===== src/design/qsgmii_pkg.sv =====
package qsgmii_pkg;

	//////////////////////////////////////////////////
	// Link geometry

	// SGMII ports interleaved on one QSGMII link
	localparam int port_count = 4;

	// Lane number within a 32-bit word
	// Two bits so lane arithmetic wraps mod 4 for free
	typedef logic [1:0] lane_idx_t;

	//////////////////////////////////////////////////
	// Control code groups

	// Values are the decoded 8-bit bytes, flagged as control
	// by the transceiver

	// K28.5, the ordinary comma seen on every port
	localparam logic [7:0] k28_5 = 8'hbc;

	// K28.1, sent in place of K28.5 on port 0 only
	localparam logic [7:0] k28_1 = 8'h3c;

	//////////////////////////////////////////////////
	// Code-group synchronization

	// Simplified sync FSM states, in acquisition order
	typedef enum logic [1:0] {
		loss_of_sync,
		comma_1,
		comma_2,
		sync_acquired
	} sync_state_t;

endpackage


===== src/design/qsgmii_lane_aligner.sv =====
module qsgmii_lane_aligner
	import qsgmii_pkg::*;
(
	input  logic                      rx_clk,
	input  logic                      rst_n,

	// Raw word from the transceiver, lanes in arrival order
	input  logic                      rx_data_valid,
	input  logic [port_count-1:0]     rx_data_is_ctl,
	input  logic [8*port_count-1:0]   rx_data,
	input  logic [port_count-1:0]     rx_disparity_err,
	input  logic [port_count-1:0]     rx_symbol_err,

	// Word with port g in lane g
	output logic                      port_valid,
	output logic [port_count-1:0]     port_is_ctl,
	output logic [8*port_count-1:0]   port_data,
	output logic [port_count-1:0]     port_disparity_err,
	output logic [port_count-1:0]     port_symbol_err
);

	// Input lane that currently carries port 0
	lane_idx_t                  base_lane;

	// Rotated word, before the output register
	logic [port_count-1:0]      rot_is_ctl;
	logic [8*port_count-1:0]    rot_data;
	logic [port_count-1:0]      rot_disparity_err;
	logic [port_count-1:0]      rot_symbol_err;

	// Marker found in this word, and the lane it sat in
	logic                       marker_seen;
	lane_idx_t                  marker_lane;

	//////////////////////////////////////////////////
	// Lane rotation and marker search

	always_comb begin
		lane_idx_t src;
		rot_is_ctl        = '0;
		rot_data          = '0;
		rot_disparity_err = '0;
		rot_symbol_err    = '0;
		marker_seen       = 1'b0;
		marker_lane       = base_lane;
		for (int i = 0; i < port_count; i++) begin
			// Output lane i comes from input lane (i + base_lane) mod 4
			src = lane_idx_t'(i) + base_lane;
			rot_is_ctl[i]        = rx_data_is_ctl[src];
			rot_data[i*8 +: 8]   = rx_data[src*8 +: 8];
			rot_disparity_err[i] = rx_disparity_err[src];
			rot_symbol_err[i]    = rx_symbol_err[src];
			// K28.1 marks port 0; hand it on as a plain comma
			if (rx_data_is_ctl[src] && (rx_data[src*8 +: 8] == k28_1)) begin
				rot_data[i*8 +: 8] = k28_5;
				marker_seen        = 1'b1;
				marker_lane        = src;
			end
		end
	end

	//////////////////////////////////////////////////
	// Output register and base lane tracking

	always_ff @(posedge rx_clk or negedge rst_n) begin
		if (!rst_n) begin
			base_lane          <= '0;
			port_valid         <= 1'b0;
			port_is_ctl        <= '0;
			port_data          <= '0;
			port_disparity_err <= '0;
			port_symbol_err    <= '0;
		end else begin
			port_valid         <= rx_data_valid;
			port_is_ctl        <= rot_is_ctl;
			port_data          <= rot_data;
			port_disparity_err <= rot_disparity_err;
			port_symbol_err    <= rot_symbol_err;
			// Only a qualified word may move the lane map
			// New base applies from the next word on
			if (rx_data_valid && marker_seen) begin
				base_lane <= marker_lane;
			end
		end
	end

endmodule


===== src/design/sgmii_sync_monitor.sv =====
module sgmii_sync_monitor
	import qsgmii_pkg::*;
(
	input  logic         rx_clk,
	input  logic         rst_n,

	// One lane of the aligned word
	input  logic         valid,
	input  logic         is_ctl,
	input  logic [7:0]   data,
	input  logic         code_err,

	// Sync status for this port
	output logic         synced,
	output sync_state_t  state
);

	// Invalid words seen in sync since the last comma
	// Wraps to loss of sync on the fourth one
	logic [1:0]   err_run;

	// Next-state values
	sync_state_t  state_next;
	logic [1:0]   err_run_next;

	// Control K28.5 with no coding error
	logic         is_comma;

	assign is_comma = is_ctl && (data == k28_5) && !code_err;

	//////////////////////////////////////////////////
	// Next state

	always_comb begin
		state_next   = state;
		err_run_next = err_run;
		case (state)
			loss_of_sync: begin
				err_run_next = '0;
				if (is_comma) begin
					state_next = comma_1;
				end
			end
			comma_1: begin
				err_run_next = '0;
				if (code_err) begin
					state_next = loss_of_sync;
				end else if (is_comma) begin
					state_next = comma_2;
				end
			end
			comma_2: begin
				err_run_next = '0;
				if (code_err) begin
					state_next = loss_of_sync;
				end else if (is_comma) begin
					state_next = sync_acquired;
				end
			end
			sync_acquired: begin
				// Comma restarts the error run
				if (is_comma) begin
					err_run_next = '0;
				end else if (code_err) begin
					if (err_run == 2'd3) begin
						// Fourth error in a row
						state_next   = loss_of_sync;
						err_run_next = '0;
					end else begin
						err_run_next = err_run + 2'd1;
					end
				end
			end
			default: begin
				state_next   = loss_of_sync;
				err_run_next = '0;
			end
		endcase
	end

	//////////////////////////////////////////////////
	// State register

	// Words with valid low leave everything as it was
	always_ff @(posedge rx_clk or negedge rst_n) begin
		if (!rst_n) begin
			state   <= loss_of_sync;
			err_run <= '0;
		end else if (valid) begin
			state   <= state_next;
			err_run <= err_run_next;
		end
	end

	// Synced only in the acquired state
	assign synced = (state == sync_acquired);

endmodule


===== src/design/sgmii_error_counters.sv =====
module sgmii_error_counters
	import qsgmii_pkg::*;
#(
	parameter int cnt_width = 8
) (
	input  logic                                 rx_clk,
	input  logic                                 rst_n,

	// Error flags of the aligned word, one bit per port
	input  logic                                 valid,
	input  logic [port_count-1:0]                disparity_err,
	input  logic [port_count-1:0]                symbol_err,

	// Single-cycle pulse, zeroes every counter
	input  logic                                 clear,

	// One saturating count per port
	output logic [port_count-1:0][cnt_width-1:0] err_count
);

	// Largest value a counter can hold
	localparam logic [cnt_width-1:0] cnt_max = '1;

	// Port saw any code-group error in this word
	logic [port_count-1:0]  err_hit;

	assign err_hit = disparity_err | symbol_err;

	//////////////////////////////////////////////////
	// Counters

	always_ff @(posedge rx_clk or negedge rst_n) begin
		if (!rst_n) begin
			err_count <= '0;
		end else begin
			for (int p = 0; p < port_count; p++) begin
				// Clear beats a same-cycle increment
				if (clear) begin
					err_count[p] <= '0;
				end else if (valid && err_hit[p] && (err_count[p] != cnt_max)) begin
					err_count[p] <= err_count[p] + 1'b1;
				end
				// At full scale the count just holds
			end
		end
	end

endmodule


===== src/design/qsgmii_rx_bridge.sv =====
module qsgmii_rx_bridge
	import qsgmii_pkg::*;
#(
	parameter int cnt_width = 8
) (
	input  logic                                 rx_clk,
	input  logic                                 rst_n,

	// Decoded word from the transceiver
	input  logic                                 rx_data_valid,
	input  logic [port_count-1:0]                rx_data_is_ctl,
	input  logic [8*port_count-1:0]              rx_data,
	input  logic [port_count-1:0]                rx_disparity_err,
	input  logic [port_count-1:0]                rx_symbol_err,

	// Error counter clear pulse
	input  logic                                 err_clear,

	// Aligned word, port g in lane g
	output logic                                 port_valid,
	output logic [port_count-1:0]                port_is_ctl,
	output logic [8*port_count-1:0]              port_data,
	output logic [port_count-1:0]                port_disparity_err,
	output logic [port_count-1:0]                port_symbol_err,

	// Per-port status
	output logic [port_count-1:0]                port_synced,
	output sync_state_t [port_count-1:0]         port_sync_state,
	output logic [port_count-1:0][cnt_width-1:0] err_count
);

	// Either kind of coding error makes a word invalid
	logic [port_count-1:0]  port_code_err;

	assign port_code_err = port_disparity_err | port_symbol_err;

	//////////////////////////////////////////////////
	// Lane alignment

	qsgmii_lane_aligner u_aligner (
		.rx_clk             (rx_clk),
		.rst_n              (rst_n),
		.rx_data_valid      (rx_data_valid),
		.rx_data_is_ctl     (rx_data_is_ctl),
		.rx_data            (rx_data),
		.rx_disparity_err   (rx_disparity_err),
		.rx_symbol_err      (rx_symbol_err),
		.port_valid         (port_valid),
		.port_is_ctl        (port_is_ctl),
		.port_data          (port_data),
		.port_disparity_err (port_disparity_err),
		.port_symbol_err    (port_symbol_err)
	);

	//////////////////////////////////////////////////
	// Per-port sync and error tracking

	for (genvar g = 0; g < port_count; g++) begin : g_sync
		sgmii_sync_monitor u_sync (
			.rx_clk   (rx_clk),
			.rst_n    (rst_n),
			.valid    (port_valid),
			.is_ctl   (port_is_ctl[g]),
			.data     (port_data[g*8 +: 8]),
			.code_err (port_code_err[g]),
			.synced   (port_synced[g]),
			.state    (port_sync_state[g])
		);
	end

	sgmii_error_counters #(
		.cnt_width (cnt_width)
	) u_err_cnt (
		.rx_clk        (rx_clk),
		.rst_n         (rst_n),
		.valid         (port_valid),
		.disparity_err (port_disparity_err),
		.symbol_err    (port_symbol_err),
		.clear         (err_clear),
		.err_count     (err_count)
	);

endmodule


===== config.mk =====
export PLATFORM = sky130hd
export DESIGN_NAME = qsgmii_rx_bridge
export DESIGN_NICKNAME = d
export VERILOG_FILES = /design/src/design/qsgmii_pkg.sv /design/src/design/qsgmii_lane_aligner.sv /design/src/design/sgmii_sync_monitor.sv /design/src/design/sgmii_error_counters.sv /design/src/design/qsgmii_rx_bridge.sv
export SDC_FILE = /design/constraint.sdc
export NUM_CORES = 1
export LEC_CHECK = 0
export BUFFER_PORTS_ARGS = -buffer_cell sky130_fd_sc_hd__clkbuf_2
export CORE_MARGIN = 3
export CORE_UTILIZATION = 35
export DETAILED_ROUTE_END_ITERATION = 16
export GPL_TIMING_DRIVEN = 0
export REMOVE_ABC_BUFFERS = 1
export SLEW_MARGIN = 40
export SYNTH_ARGS = -nofsm -noshare
export SYNTH_HDL_FRONTEND = slang
export SYNTH_SLANG_ARGS = --single-unit

===== constraint.sdc =====
create_clock -name rx_clk -period 2 [get_ports rx_clk]
set_input_delay 0.3 -clock rx_clk [delete_from_list [all_inputs] [get_ports rx_clk]]
set_output_delay 0.3 -clock rx_clk [all_outputs]
set_load 0.01 [all_outputs]

=== Word-level counts from Yosys, hierarchy flattened ===
Cells that the tools add are included.

* Output and inout port bits: 89
* Bits in registers: 95

* Bitwise logic cells: 1
* Mux-type cells: 95
* Add/subtract/negate cells: 11
* Shift operators: 4
* Reductions and logical operators: 47
* $lt $le $gt $ge: 4
* Equal/unequal tests: 56

{| class="wikitable"
|+ Operator list
! operator !! count
|-
| 32-bit by 6-bit indexed part select with 8-bit output || 4
|-
| 8-bit two-way mux || 12
|-
| 2-bit two-way mux || 47
|-
| 8-bit by 1-bit adder with 8-bit output, second input constant || 4
|-
| 8-bit by 6-bit == test with 1-bit output, second input constant || 4
|-
| 8-bit == test, second input constant || 4
|-
| 8-bit != test, second input constant || 4
|-
| 2-bit case mux with 4 select lines || 4
|-
| 7-bit AND reduction || 4
|-
| 1-bit binary-select mux with 2-bit select || 12
|-
| 2-bit == test, second input constant || 12
|-
| 3-bit by 1-bit != test with 1-bit output, second input constant || 8
|-
| 1-bit logical AND || 21
|-
| 1-bit two-way mux || 16
|-
| 2-bit by 1-bit != test with 1-bit output, second input constant || 8
|-
| 2-bit != test, second input constant || 8
|-
| 2-bit case mux with 2 select lines || 4
|-
| 2-bit by 3-bit < comparator with 1-bit output, second input constant || 4
|-
| 3-bit by 2-bit != test with 1-bit output, second input constant || 4
|-
| 3-bit OR reduction || 4
|-
| 2-bit AND reduction || 5
|-
| 2-bit by 1-bit adder with 2-bit output, second input constant || 4
|-
| 2-bit by 1-bit == test with 1-bit output, second input constant || 4
|-
| 2-bit logical NOT || 4
|-
| other kinds (6) || 13
|}

=== Depth between registers and ports, before layout ===
Gate-level depths: netlist of run 1.

* Depth in word-level cells: 9
* Depth in mapped cells: 8
* Depth with buffers taken out: 6

=== Cells and area by module ===
A second synthesis of run 1 with hierarchy kept.

* Cell total of the unflattened synthesis: 420
* Area, all modules: 5,311.3 µm²

{| class="wikitable"
|+ By module, submodules not included
! module !! sequential area each (µm²) !! cells an instance !! instances !! area each (µm²)
|-
| qsgmii_lane_aligner || 1,176.1 || 128 || 1 || 2,504.9
|-
| sgmii_error_counters || 800.8 || 172 || 1 || 1,670.4
|-
| sgmii_sync_monitor || 100.1 || 29 || 4 || 277.8
|-
| qsgmii_rx_bridge || 0.0 || 4 || 1 || 25.0
|}

=== Least setup slack after synthesis of run 1 ===
Ideal clock, no wire load.

* Kind: flip-flop to flip-flop
* Start point: register u_aligner.base_lane[0]
* End point: register u_aligner.base_lane[1]
* Data arrival time: 2.004 ns
* Setup slack: -0.145 ns
* Period minus slack after synthesis: 2.145 ns
* Cell stages (with the launch flop): 7
* Data required time: 1.859 ns
* Setup time: 0.141 ns
* Cells stage by stage: dfrtp_1 buf_6 mux4_1 or4b_4 nor4b_2 o311ai_1 xnor2_1

* Cells in the longest elaborated chain, start to end: 9
* Elaborated cells on any way between the ends: 33

{| class="wikitable"
|+ RTL lines
! element !! line !! source
|-
| from (decl) || qsgmii_lane_aligner.sv:23 || <nowiki>lane_idx_t base_lane;</nowiki>
|-
| from (signal assigned) || qsgmii_lane_aligner.sv:82 || <nowiki>base_lane <= marker_lane;</nowiki>
|-
| 1-bit by 2-bit adder with 2-bit output (tied with other cells) || qsgmii_lane_aligner.sv:48 || <nowiki>src = lane_idx_t'(i) + base_lane;</nowiki>
|-
| 32-bit by 6-bit indexed part select with 8-bit output (tied with other cells) || qsgmii_lane_aligner.sv:54 || <nowiki>if (rx_data_is_ctl[src] && (rx_data[src*8 +: 8] == k28_1)) begin</nowiki>
|-
| 8-bit by 6-bit == test with 1-bit output (tied with other cells) || qsgmii_lane_aligner.sv:54 ||
|-
| 1-bit logical AND or 1-bit two-way mux (tied branches) || qsgmii_lane_aligner.sv:54 ||
|-
| 1-bit two-way mux (3 in series) || qsgmii_lane_aligner.sv:54 ||
|-
| 1-bit logical AND || qsgmii_lane_aligner.sv:81 || <nowiki>if (rx_data_valid && marker_seen) begin</nowiki>
|-
| 2-bit AND reduction (no line) || - ||
|}

Parallel ways exist; a longest one is shown, timed or not. The select of a mux whose other input is x is not followed.
A chain may end at the register's enable or synchronous reset.

=== Worst setup path in the final report of run 1 ===
Same ends and word-level chain as after synthesis.

==> impl_results.md, run 1 <==
- Total power: 7794 uW
- Vias per cell: 5.486
- Overflow after GRT: 0
- Skew final: 8.236 ps
- FF+latch count, synth: between 90 and 100
- Final min period: 2303 ps
- ANT cells: 0
- Tightest Pin Transition: 715.2 ps
- Worst vdd rail ir drop: 0.0005848 V
- Setup_tns: -608.1 ps
- I/O pins: between 100 and 150
- Clock Pin Slew Worst Setup and Hold Paths: 70 ps
- Largest net degree at the start of global routing: 54
- Die Span X: 125.9 um
- Clock Path Buffers: 2
- Clk_lat worst skew: 340 ps
- Maxcap violations: 0
- Number of synthesized flops with an enable pin: 0
- Clock Sinks: 95
- First-pass GRT wire length: ~21 mm
- PortBufs: around 140
- Die area: 15840 um2
- DP Wirelength: between 9 and 10 mm
- Seq/Total Area, Yosys: 0.4728
- Leak pwr: 0.002933 uW
- RePlAce Congestion: 0.8185
- WL per Instance: 17.97 um
- Critical path launch point type: flop
- Hold WS: 143.6 ps
- Hold crit path type: in -> reg
- Row count: 43
- Initial antenna violation count: 0
- Iter 0 DRT Violations: 201
- Post-route ant nets: 0
- Final period utilization: 1.152
- Syn. warnings: 0
- Post-Syn Instances: 401
- Layout cell share with drive strength beyond 1: 0.4216
- Final hold vios: 0
- Synthesized cell area: 5029 um2
- Post-route worst setup slack: -303.5 ps
- Core region area: between 10000 and 15000 um2
- Top FF cell, synth: dfrtp_1
- Routed wire length: 13.21 mm
- Vias in the first global route: about 4000
- TritonRoute pass-1 iters: 4
- Worst path required time: about 2200 ps
- Avg Cell Area, Syn: roughly 13 um2
- Starting density of the core: 0.3595
- DR vias: 4032
- CP Data Arrival Time: approximately 2500 ps
- Drt drc: 0
- Nets@finish: 606
- Root Driver: clkbuf_16
- Inserted Clock Buffers: 9
- Crit. Startpoint: u_aligner.base_lane[0]
- Kind of critical path: reg -> reg
- Power density cells: approximately 1200 nW/um2
- P&R area growth vs syn: 28.44%
- Die height: 125.9 um
- Failing checks: negative setup slack
- CTS tree: done
- Status: finished with violations
- Worst R2R Start: u_aligner.base_lane[0]
- Relative slew slack: 0.5188
- Final Max Tran Viols: 0
- RSZ-0062 raised after global routing: yes
- Fraction of registers with async set or reset after synthesis: 1.000
- Tot GR Track Use: 0.1668
- Synth unique cells: 48
- Final Setup Violations: 3
- F_max: ~430 MHz
- Worst-path fanout max: 8
- CP Capture Type: flop
- CTS H-tree depth: 3
- Hold path startpoint: rx_data_valid
## repair_timing
item / 4_1_cts / 5_1_grt
setup buffers: 14 / 6
pin swaps: 4 / 1
hold endpoints to repair: 42 / 0
gates cloned: 2 / 0
hold buffers: 1 / 0
endpoints found under the setup margin: 21 / 9
resized for setup: 16 / 5
## cells in the mapped netlist, types with 2 or more instances
| cell type | count | area [um2] |
|---|---|---|
| dfrtp_1 | 95 | 2377 |
| nor2_1 | 41 | 153.9 |
| mux4_2 | 38 | 855.8 |
| nand2_1 | 31 | 116.4 |
| o21ai_0 | 19 | 95.09 |
| inv_1 | 13 | 48.80 |
| xnor2_1 | 13 | 113.9 |
| xor2_1 | 13 | 113.9 |
| nand3_1 | 10 | 50.05 |
| buf_4 | 9 | 67.56 |
| nand4_1 | 9 | 56.30 |
| a22o_1 | 8 | 70.07 |
| ha_1 | 8 | 100.1 |
| and3_1 | 7 | 43.79 |
| mux4_1 | 6 | 157.7 |
| nand4b_1 | 6 | 52.55 |
| o41ai_1 | 6 | 52.55 |
| a21oi_1 | 5 | 25.02 |
| clkbuf_1 | 5 | 18.77 |
| nor3_1 | 5 | 25.02 |
| nor4_1 | 5 | 31.28 |
| buf_2 | 4 | 20.02 |
| buf_6 | 4 | 45.04 |
| mux2i_1 | 4 | 40.04 |
| nand2b_1 | 4 | 25.02 |
| o311ai_0 | 4 | 35.03 |
| or3_1 | 3 | 18.77 |
| and3b_1 | 2 | 17.52 |
| and4_1 | 2 | 17.52 |
| o21a_1 | 2 | 15.01 |
| o21ai_1 | 2 | 10.01 |
| or2_2 | 2 | 12.51 |
## metrics by stage
stage,utilization,cells,worst slack [ps],instance area [um2]
floorplan,-,378,-1463,4873
global placement,0.4131,694,-1870,5779
detailed placement,0.4191,697,-668.6,5863
CTS,0.4592,730,-306.1,6424
global route,0.4617,735,-370.0,6459
finish,0.4617,735,-303.5,6459
## worst paths after layout
kind	endpoint	slack, ps	cells past startpoint
hold reg to reg	g_sync[2].u_sync.err_run[0]	510	1
setup reg to reg	u_aligner.base_lane[1]	-300	6
min in group asynchronous	u_err_cnt.err_count[4]	450	2
setup / recovery	u_aligner.base_lane[1]	-300	6
max in group asynchronous	u_aligner.base_lane[1]	960	3
hold / removal	u_aligner.port_valid	140	1
## worst max-delay path, stage by stage, from the launching register on
cell,delay [ps]
dfrtp_4,500
buf_16,160
mux4_2,450
or4b_4,580
nor4b_4,240
o311ai_2,110
xnor2_1,140
## kinds of logic after synthesis
logic type | share of synthesized area
adder cells (fa/ha/maj) | 0.01991
AND/OR/NAND/NOR | 0.1336
multiplexers | 0.2095
buffers and inverters | 0.04056
AO/OA/AOI/OAI | 0.07838
XOR/XNOR | 0.04529
flip-flops | 0.4728
## report_power, final
group / switching (uW) / total, uW / internal (uW) / leakage (uW)
sequential: 453 / 2850 / 2400 / 0.00121
combinational: 1530 / 3160 / 1630 / 0.00158
clock: 787 / 1780 / 994 / 0.000146
total: 2770 / 7790 / 5030 / 0.00293
## layout make-up
| cell class | instances | area (um2) |
|---|---|---|
| inverter | 13 | 48.80 |
| clock buffer | 9 | 225.2 |
| tap | 180 | 225.2 |
| sequential | 95 | 2386 |
| fill | 1289 | 7530 |
| multi-input combinational | 270 | 2504 |
| clock inverter | 7 | 87.58 |
| timing repair buffer | 161 | 982.2 |
## sequential cells by signal, indices dropped and copies added, names as in the netlist
signal / flops
g_sync.u_sync.err_run: 8
g_sync.u_sync.state: 8
u_aligner.base_lane: 2
u_aligner.port_data: 32
u_aligner.port_disparity_err: 4
u_aligner.port_is_ctl: 4
u_aligner.port_symbol_err: 4
u_aligner.port_valid: 1
u_err_cnt.err_count: 32
## layout by cell type, fill, tap and decap left out, drive strengths merged, types with 6 or more instances in the layout
cell type / count
a22o: 8
and3: 7
clkbuf: 145
nand2: 31
nand3: 10
nand4: 9
dfrtp: 95
buf: 23
nor2: 41
o21ai: 21
xnor2: 13
ha: 8
nand4b: 6
mux4: 44
xor2: 13
o41ai: 7
inv: 16
## routing by layer
metal  vias to the layer above  share of wire  track usage
li1                       1810              -            -
met1                      2036           0.43       0.2282
met2                       175           0.49       0.2706
met3                        11          0.072      0.03944
met4                         0          0.013      0.04164
met5                         -              0            0
Note: power is estimated with default switching activity, not from simulation.
==> run 2, diff against run 1 <==
--- a/config.mk
+++ b/config.mk
@@ -7,9 +7,11 @@
 export LEC_CHECK = 0
 export BUFFER_PORTS_ARGS = -buffer_cell sky130_fd_sc_hd__clkbuf_2
 export CORE_MARGIN = 3
-export CORE_UTILIZATION = 35
+export CORE_UTILIZATION = 40
 export DETAILED_ROUTE_END_ITERATION = 16
+export GPL_ROUTABILITY_DRIVEN = 0
 export GPL_TIMING_DRIVEN = 0
+export PLACE_DENSITY = 0.66
 export REMOVE_ABC_BUFFERS = 1
 export SLEW_MARGIN = 40
 export SYNTH_ARGS = -nofsm -noshare
==> run 2 against run 1 <==
Compared with the run above:
- the run still ends with negative setup slack left
- non-clock buffer count is 11 lower
- design area is 1.7% lower
- clock skew is 2.1 ps lower
- die area is 12% lower
- highest routed layer unchanged
- wire length is 5.8% lower
- global-route usage is 1.5 points higher
- register-to-register slack hardly changed
- largest power group unchanged
==> impl_results.md, run 2 (synthesized netlist as in run 1, its figures left out) <==
- Status: finished with violations
- Failing checks: negative setup slack
- Final min period: 2315 ps (+11.29 ps)
- PortBufs: 136 (unchanged)
- Tot GR Track Use: 0.1818 (+0.01509)
- CP Capture Type: flop
- RSZ-0062 raised after global routing: yes
- Critical-path cell list: buf_16 > mux4_2 > or4b_4 > nor4b_4 > o311ai_2 > xnor2_1
- Total power: 7513 uW (-3.6%)
- Die Span X: 118.1 um (-6.2%)
- Largest registers: u_aligner.port_data x32, u_err_cnt.err_count x32
- Clock Path Buffers: 2 (unchanged)
- Die area: 13950 um2 (-12%)
- Max incr delay on CP: 600 ps (+20 ps)
- Net switching power: 2573 uW (-7.0%)
- Relative slew slack: 0.4575 (-0.06132)
- Layout cell share with drive strength beyond 1: 0.3952 (-0.02640)
- Inserted Clock Buffers: 9 (unchanged)
- Die height: 118.1 um (-6.2%)
- Maxcap violations: 0 (unchanged)
- WL per Instance: 17.48 um (-2.8%)
- Overflow after GRT: 0 (unchanged)
- Final Setup Violations: 4 (+1)
- Vias per cell: 5.567 (+1.5%)
- Internal Pwr Total: 4940 uW (-1.8%)
- Worst R2R Start: u_aligner.base_lane[0]
- DR vias: 3964 (-1.7%)
- Drt drc: 0 (unchanged)
- ANT cells: 0 (unchanged)
- Most frequent cells in the layout: clkbuf_2, dfrtp_1, nor2_1, mux4_2, nand2_1
- P&R area growth vs syn: 26.30%
- Sequential Power Share: 0.373 (+0.007)
- Hold WS: 122.7 ps (-20.87 ps)
- Row count: 40 (-7.0%)
- First-pass GRT wire length: 20.20 mm (-4.4%)
- Post-route worst setup slack: -314.8 ps (-11.29 ps)
- TritonRoute pass-1 iters: 4 (unchanged)
- Root Driver: clkbuf_16
- Hold Path Depth: 1 (unchanged)
- Largest net degree at the start of global routing: 68 (+26%)
- Clk pwr share: 0.226 (-0.003)
- Hold EP: u_aligner.port_valid
- Post-route ant nets: 0 (unchanged)
- Starting density of the core: 0.4135 (+0.05400)
- Design Area, Final: 6351 um2 (-1.7%)
- CP Data Arrival Time: 2540 ps (+20 ps)
- DP Wirelength: 9.156 mm (-6.2%)
- Final Max Tran Viols: 0 (unchanged)
- Crit path max-delay cell type: or4b_4
- Initial antenna violation count: 0 (unchanged)
- CTS H-tree depth: 3 (unchanged)
- Dpl cell area: 5848 um2 (-0.26%)
- Most common cell after layout, fill and taps aside: clkbuf_2
- Skew final: 6.123 ps (-2.113 ps)
- Sw Share: 0.3425 (-0.01239)
- Final hold vios: 0 (unchanged)
- I/O pins: 137 (unchanged)
- F_max: 432.0 MHz (-0.49%)
- Worst path required time: 2230 ps (+20 ps)
- Pre-CTS setup slack: -670.9 ps (-2.234 ps)
- Worst-path fanout max: 8 (unchanged)
- Clk_lat worst skew: 340 ps (about the same)
- Worst vdd rail ir drop: 0.0007522 V (+29%)
- R2r endpoint: u_aligner.base_lane[1]
- Hold crit path type: in -> reg
- R2R setup slack: -310 ps (about the same)
- Hold path startpoint: rx_data_valid
- Crit. Startpoint: u_aligner.base_lane[0]
- Critical path launch point type: flop
- Iter 0 DRT Violations: 195 (-3.0%)
- CTS tree: done
- Vias in the first global route: 3978 (-0.15%)
- Final period utilization: 1.157 (+0.005646)
- Core region area: 12160 um2 (-13%)
- Nets@finish: 595 (-1.8%)
- Leak pwr: 0.002890 uW (-1.5%)
- Clock Pin Slew Worst Setup and Hold Paths: 60 ps (about the same)
- Clock Sinks: 95 (unchanged)
- Power density cells: 1183 nW/um2 (-2.0%)
- Path depth of the worst reg2reg path: 6 (unchanged)
- Kind of critical path: reg -> reg
- Tightest Pin Transition: 806.4 ps (+91.14 ps)
- Routed wire length: 12.44 mm (-5.8%)
- Combinational power share: 0.401 (-0.004)
==> run 2: cell types whose count changed in the layout (fill, tap and decap cells not counted), moves of 2 or more <==
cell	change
buf_4	-12
inv_6	-3
mux4_1	+2
mux4_2	-2
clkbuf_1	+3
==> run 2: cell type report <==
type | instances | area (um2)
inverters | 13 | 48.80
well taps | 168 | 210.2
clock buffers | 13 | 250.2
multi-input cells | 270 | 2502
fillers | 1059 | 5811
repair buffers | 150 | 910.9
clock inverters | 3 | 42.54
flip-flops and latches | 95 | 2386
==> run 2: how the worst max path moves through the flow <==
stage | end | depth (start not counted)
final | u_aligner.base_lane[1] | 6
after global routing | u_aligner.base_lane[1] | 6
after CTS | u_aligner.base_lane[1] | 6
after detailed placement | u_aligner.base_lane[1] | 6
after global placement | u_aligner.base_lane[1] | 5
after floorplan | u_aligner.base_lane[1] | 5
==> run 2: layer usage <==
metal | global-route usage | part of all wire
met1 | 0.2253 | 0.40
met2 | 0.3040 | 0.50
met3 | 0.05574 | 0.080
met4 | 0.05934 | 0.020
met5 | 0 | 0
==> run 2: per-stage QoR <==
stage	setup TNS [ps]	util	cells
after floorplan	-19790	-	378
after detailed placement	-4001	0.4809	685
after CTS	-730.0	0.5184	709
final	-627.5	0.5222	712
after global routing	-956.9	0.5222	712
after global placement	-87250	0.4740	682
==> run 2: repair_timing <==
action	CTS	global route
gates cloned	2	0
setup endpoints to repair	19	10
setup buffers	5	3
hold buffers	1	0
gates resized for setup	9	5
pin swaps	1	0
hold endpoints to repair	28	0
==> run 2: worst max-delay path, delay by kind of cell, from the launching register on <==
kind	cells	cell delay, ps
AND/OR/NAND/NOR	2	840
XOR/XNOR	1	140
AO/OA/AOI/OAI	1	110
buffers and inverters	1	160
flip-flops	1	510
multiplexers	1	440
==> run 2: power by group through the flow <==
stage | Sequential [uW] | Clock [uW] | Combinational, uW
after floorplan | 3190 | 0 | 1220
after global placement | 3100 | 0 | 2300
after detailed placement | 2890 | 0 | 2610
after CTS | 2840 | 1750 | 2940
after global routing | 2860 | 1830 | 3240
final | 2800 | 1700 | 3020
==> run 3, diff against run 2 <==
--- a/config.mk
+++ b/config.mk
@@ -6,6 +6,7 @@
 export NUM_CORES = 1
 export LEC_CHECK = 0
 export BUFFER_PORTS_ARGS = -buffer_cell sky130_fd_sc_hd__clkbuf_2
+export CORE_ASPECT_RATIO = 0.75
 export CORE_MARGIN = 3
 export CORE_UTILIZATION = 40
 export DETAILED_ROUTE_END_ITERATION = 16
==> run 3 against run 2 <==
Compared with the run above:
- the run still ends with negative setup slack left
- wire length is 8.0% higher
- non-clock buffer count up 8
- worst hold slack better by 34 ps
- combinational power is 6.6% higher
- critical path type unchanged
==> impl_results.md, run 3 (synthesized netlist as in run 1, its figures left out) <==
- Hold WS: 156.7 ps (+34.03 ps)
- Root Driver: clkbuf_16
- CP top delay family: simple AND/OR/NAND/NOR gates
- Clock Path Buffers: 2 (unchanged)
- Final hold vios: 0 (unchanged)
- CP Capture Type: flop
- Setup_tns: -1528 ps (-901.0 ps)
- Die area: 13970 um2 (+0.10%)
- Final Setup Violations: 13 (+9)
- Relative slew slack: 0.4544 (-0.003027)
- RSZ-0062 raised after global routing: yes
- Post-route ant nets: 0 (unchanged)
- Maxcap violations: 0 (unchanged)
- Die height: 103.1 um (-13%)
- Clk_lat worst skew: 340 ps (about the same)
- CP Data Arrival Time: 2630 ps (+90 ps)
- Hold EP: u_aligner.port_valid
- Hold crit path type: in -> reg
- Tightest Pin Transition: 810.9 ps (+4.499 ps)
- Failing checks: negative setup slack
- Status: finished with violations
- Worst path required time: 2260 ps (+30 ps)
- Design Area, Final: 6451 um2 (+1.6%)
- CTS H-tree depth: 3 (unchanged)
- Worst path bufs/invs: 2 (+1)
- Most common cell after layout, fill and taps aside: clkbuf_2
- Critical path launch point type: flop
- Overflow after GRT: 0 (unchanged)
- First-pass GRT wire length: 20.60 mm (+2.0%)
- Max incr delay on CP: 600 ps (about the same)
- Clock Sinks: 95 (unchanged)
- Critical-path cell list: buf_16 > mux4_2 > or4b_4 > buf_4 > o41ai_4 > xnor2_1
- Hold path startpoint: rx_data_valid
- P&R area growth vs syn: 28.29%
- Most frequent cells in the layout: clkbuf_2, dfrtp_1, mux4_2, nor2_1, nand2_1
- Inserted Clock Buffers: 9 (unchanged)
- I/O pins: 137 (unchanged)
- Worst R2R Start: u_aligner.base_lane[0]
- TritonRoute pass-1 iters: 4 (unchanged)
- Worst-path fanout max: 8 (unchanged)
- F_max: 421.8 MHz (-2.4%)
- WL per Instance: 18.82 um (+7.7%)
- Kind of critical path: reg -> reg
- Post-route worst setup slack: -370.9 ps (-56.13 ps)
- Worst vdd rail ir drop: 0.0006087 V (-19%)
- Hold Path Depth: 1 (unchanged)
- Row count: 34 (-15%)
- Vias per cell: 5.549 (-0.33%)
- CTS tree: done
- Largest net degree at the start of global routing: 52 (-24%)
- Largest registers: u_aligner.port_data x32, u_err_cnt.err_count x32
- DR vias: 3962 (-0.050%)
- Crit path max-delay cell type: or4b_4
- Die Span X: 135.5 um (+15%)
- DP Wirelength: 9.778 mm (+6.8%)
- Core region area: 11910 um2 (-2.1%)
- Drt drc: 0 (unchanged)
- Final Max Tran Viols: 0 (unchanged)
- # fillers: 1021 (-3.6%)
- Path depth of the worst reg2reg path: 6 (unchanged)
- Nets@finish: 603 (+1.3%)
- R2r endpoint: u_aligner.base_lane[0]
- Final min period: 2371 ps (+56.13 ps)
- R2R setup slack: -370 ps (-60 ps)
- Final period utilization: 1.185 (+0.02806)
- Vias in the first global route: 3908 (-1.8%)
- Area of the multi-input gates: 2515 um2 (+0.50%)
- Clock Pin Slew Worst Setup and Hold Paths: 60 ps (about the same)
- PortBufs: 136 (unchanged)
- Skew final: 7.173 ps (+1.050 ps)
- Leak pwr: 0.002953 uW (+2.2%)
- FF+latch area: 2385 um2 (about the same)
- Tot GR Track Use: 0.1923 (+0.01049)
- Routed wire length: 13.44 mm (+8.0%)
- Dpl cell area: 5813 um2 (-0.60%)
- ANT cells: 0 (unchanged)
- Starting density of the core: 0.4222 (+0.008686)
- Power density cells: 1210 nW/um2 (+2.3%)
- Layout cell share with drive strength beyond 1: 0.4185 (+0.02326)
- Iter 0 DRT Violations: 165 (-15%)
- Initial antenna violation count: 0 (unchanged)
run 3: layer usage:
layer / routed length [um] / global-route usage / up-vias
li1: - / - / 1807
met1: 5412 / 0.2475 / 1959
met2: 6568 / 0.3207 / 179
met3: 1215 / 0.06390 / 17
met4: 239 / 0.04415 / 0
met5: 0 / 0 / -
run 3: layout make-up:
cell class	count	share of cell area
multi-input combinational	270	0.3898
sequential	95	0.3697
timing repair buffer	158	0.1534
clock buffer	13	0.04189
tap	162	0.03142
inverter	13	0.007564
clock inverter	3	0.006206
run 3: worst max path at each step:
stage | depth (start not counted) | slack, ps | end | from
floorplan | 5 | -1460 | u_aligner.base_lane[1] | u_aligner.base_lane[0]
global placement | 5 | -1840 | u_aligner.base_lane[1] | u_aligner.base_lane[0]
detailed placement | 6 | -780 | u_aligner.base_lane[1] | u_aligner.base_lane[0]
CTS | 6 | -310 | u_aligner.base_lane[1] | u_aligner.base_lane[0]
global route | 6 | -400 | u_aligner.base_lane[1] | u_aligner.base_lane[0]
finish | 6 | -370 | u_aligner.base_lane[0] | u_aligner.base_lane[0]
run 3: timing repair:
| action | in CTS | in global routing |
|---|---|---|
| pin swaps | 2 | 10 |
| cloned | 1 | 0 |
| resized for setup | 9 | 18 |
| buffers inserted | 9 | 9 |
| hold buffers | 1 | 0 |
| setup endpoints to repair | 18 | 20 |
| hold endpoints to repair | 50 | 0 |
run 3: per-stage QoR:
step,utilization,power [uW],setup slack (ps),cells
after floorplan,-,4409,-1463,378
after global placement,0.4833,5426,-1843,676
after detailed placement,0.4880,5475,-781.5,678
after CTS,0.5305,7668,-305.3,705
final,0.5416,7805,-370.9,714
after global routing,0.5416,8213,-398.7,714
run 3: report_power, final:
group,switching [uW],internal [uW]
logic,1580,1640
registers,414,2400
clock network,701,1070
total,2690,5110
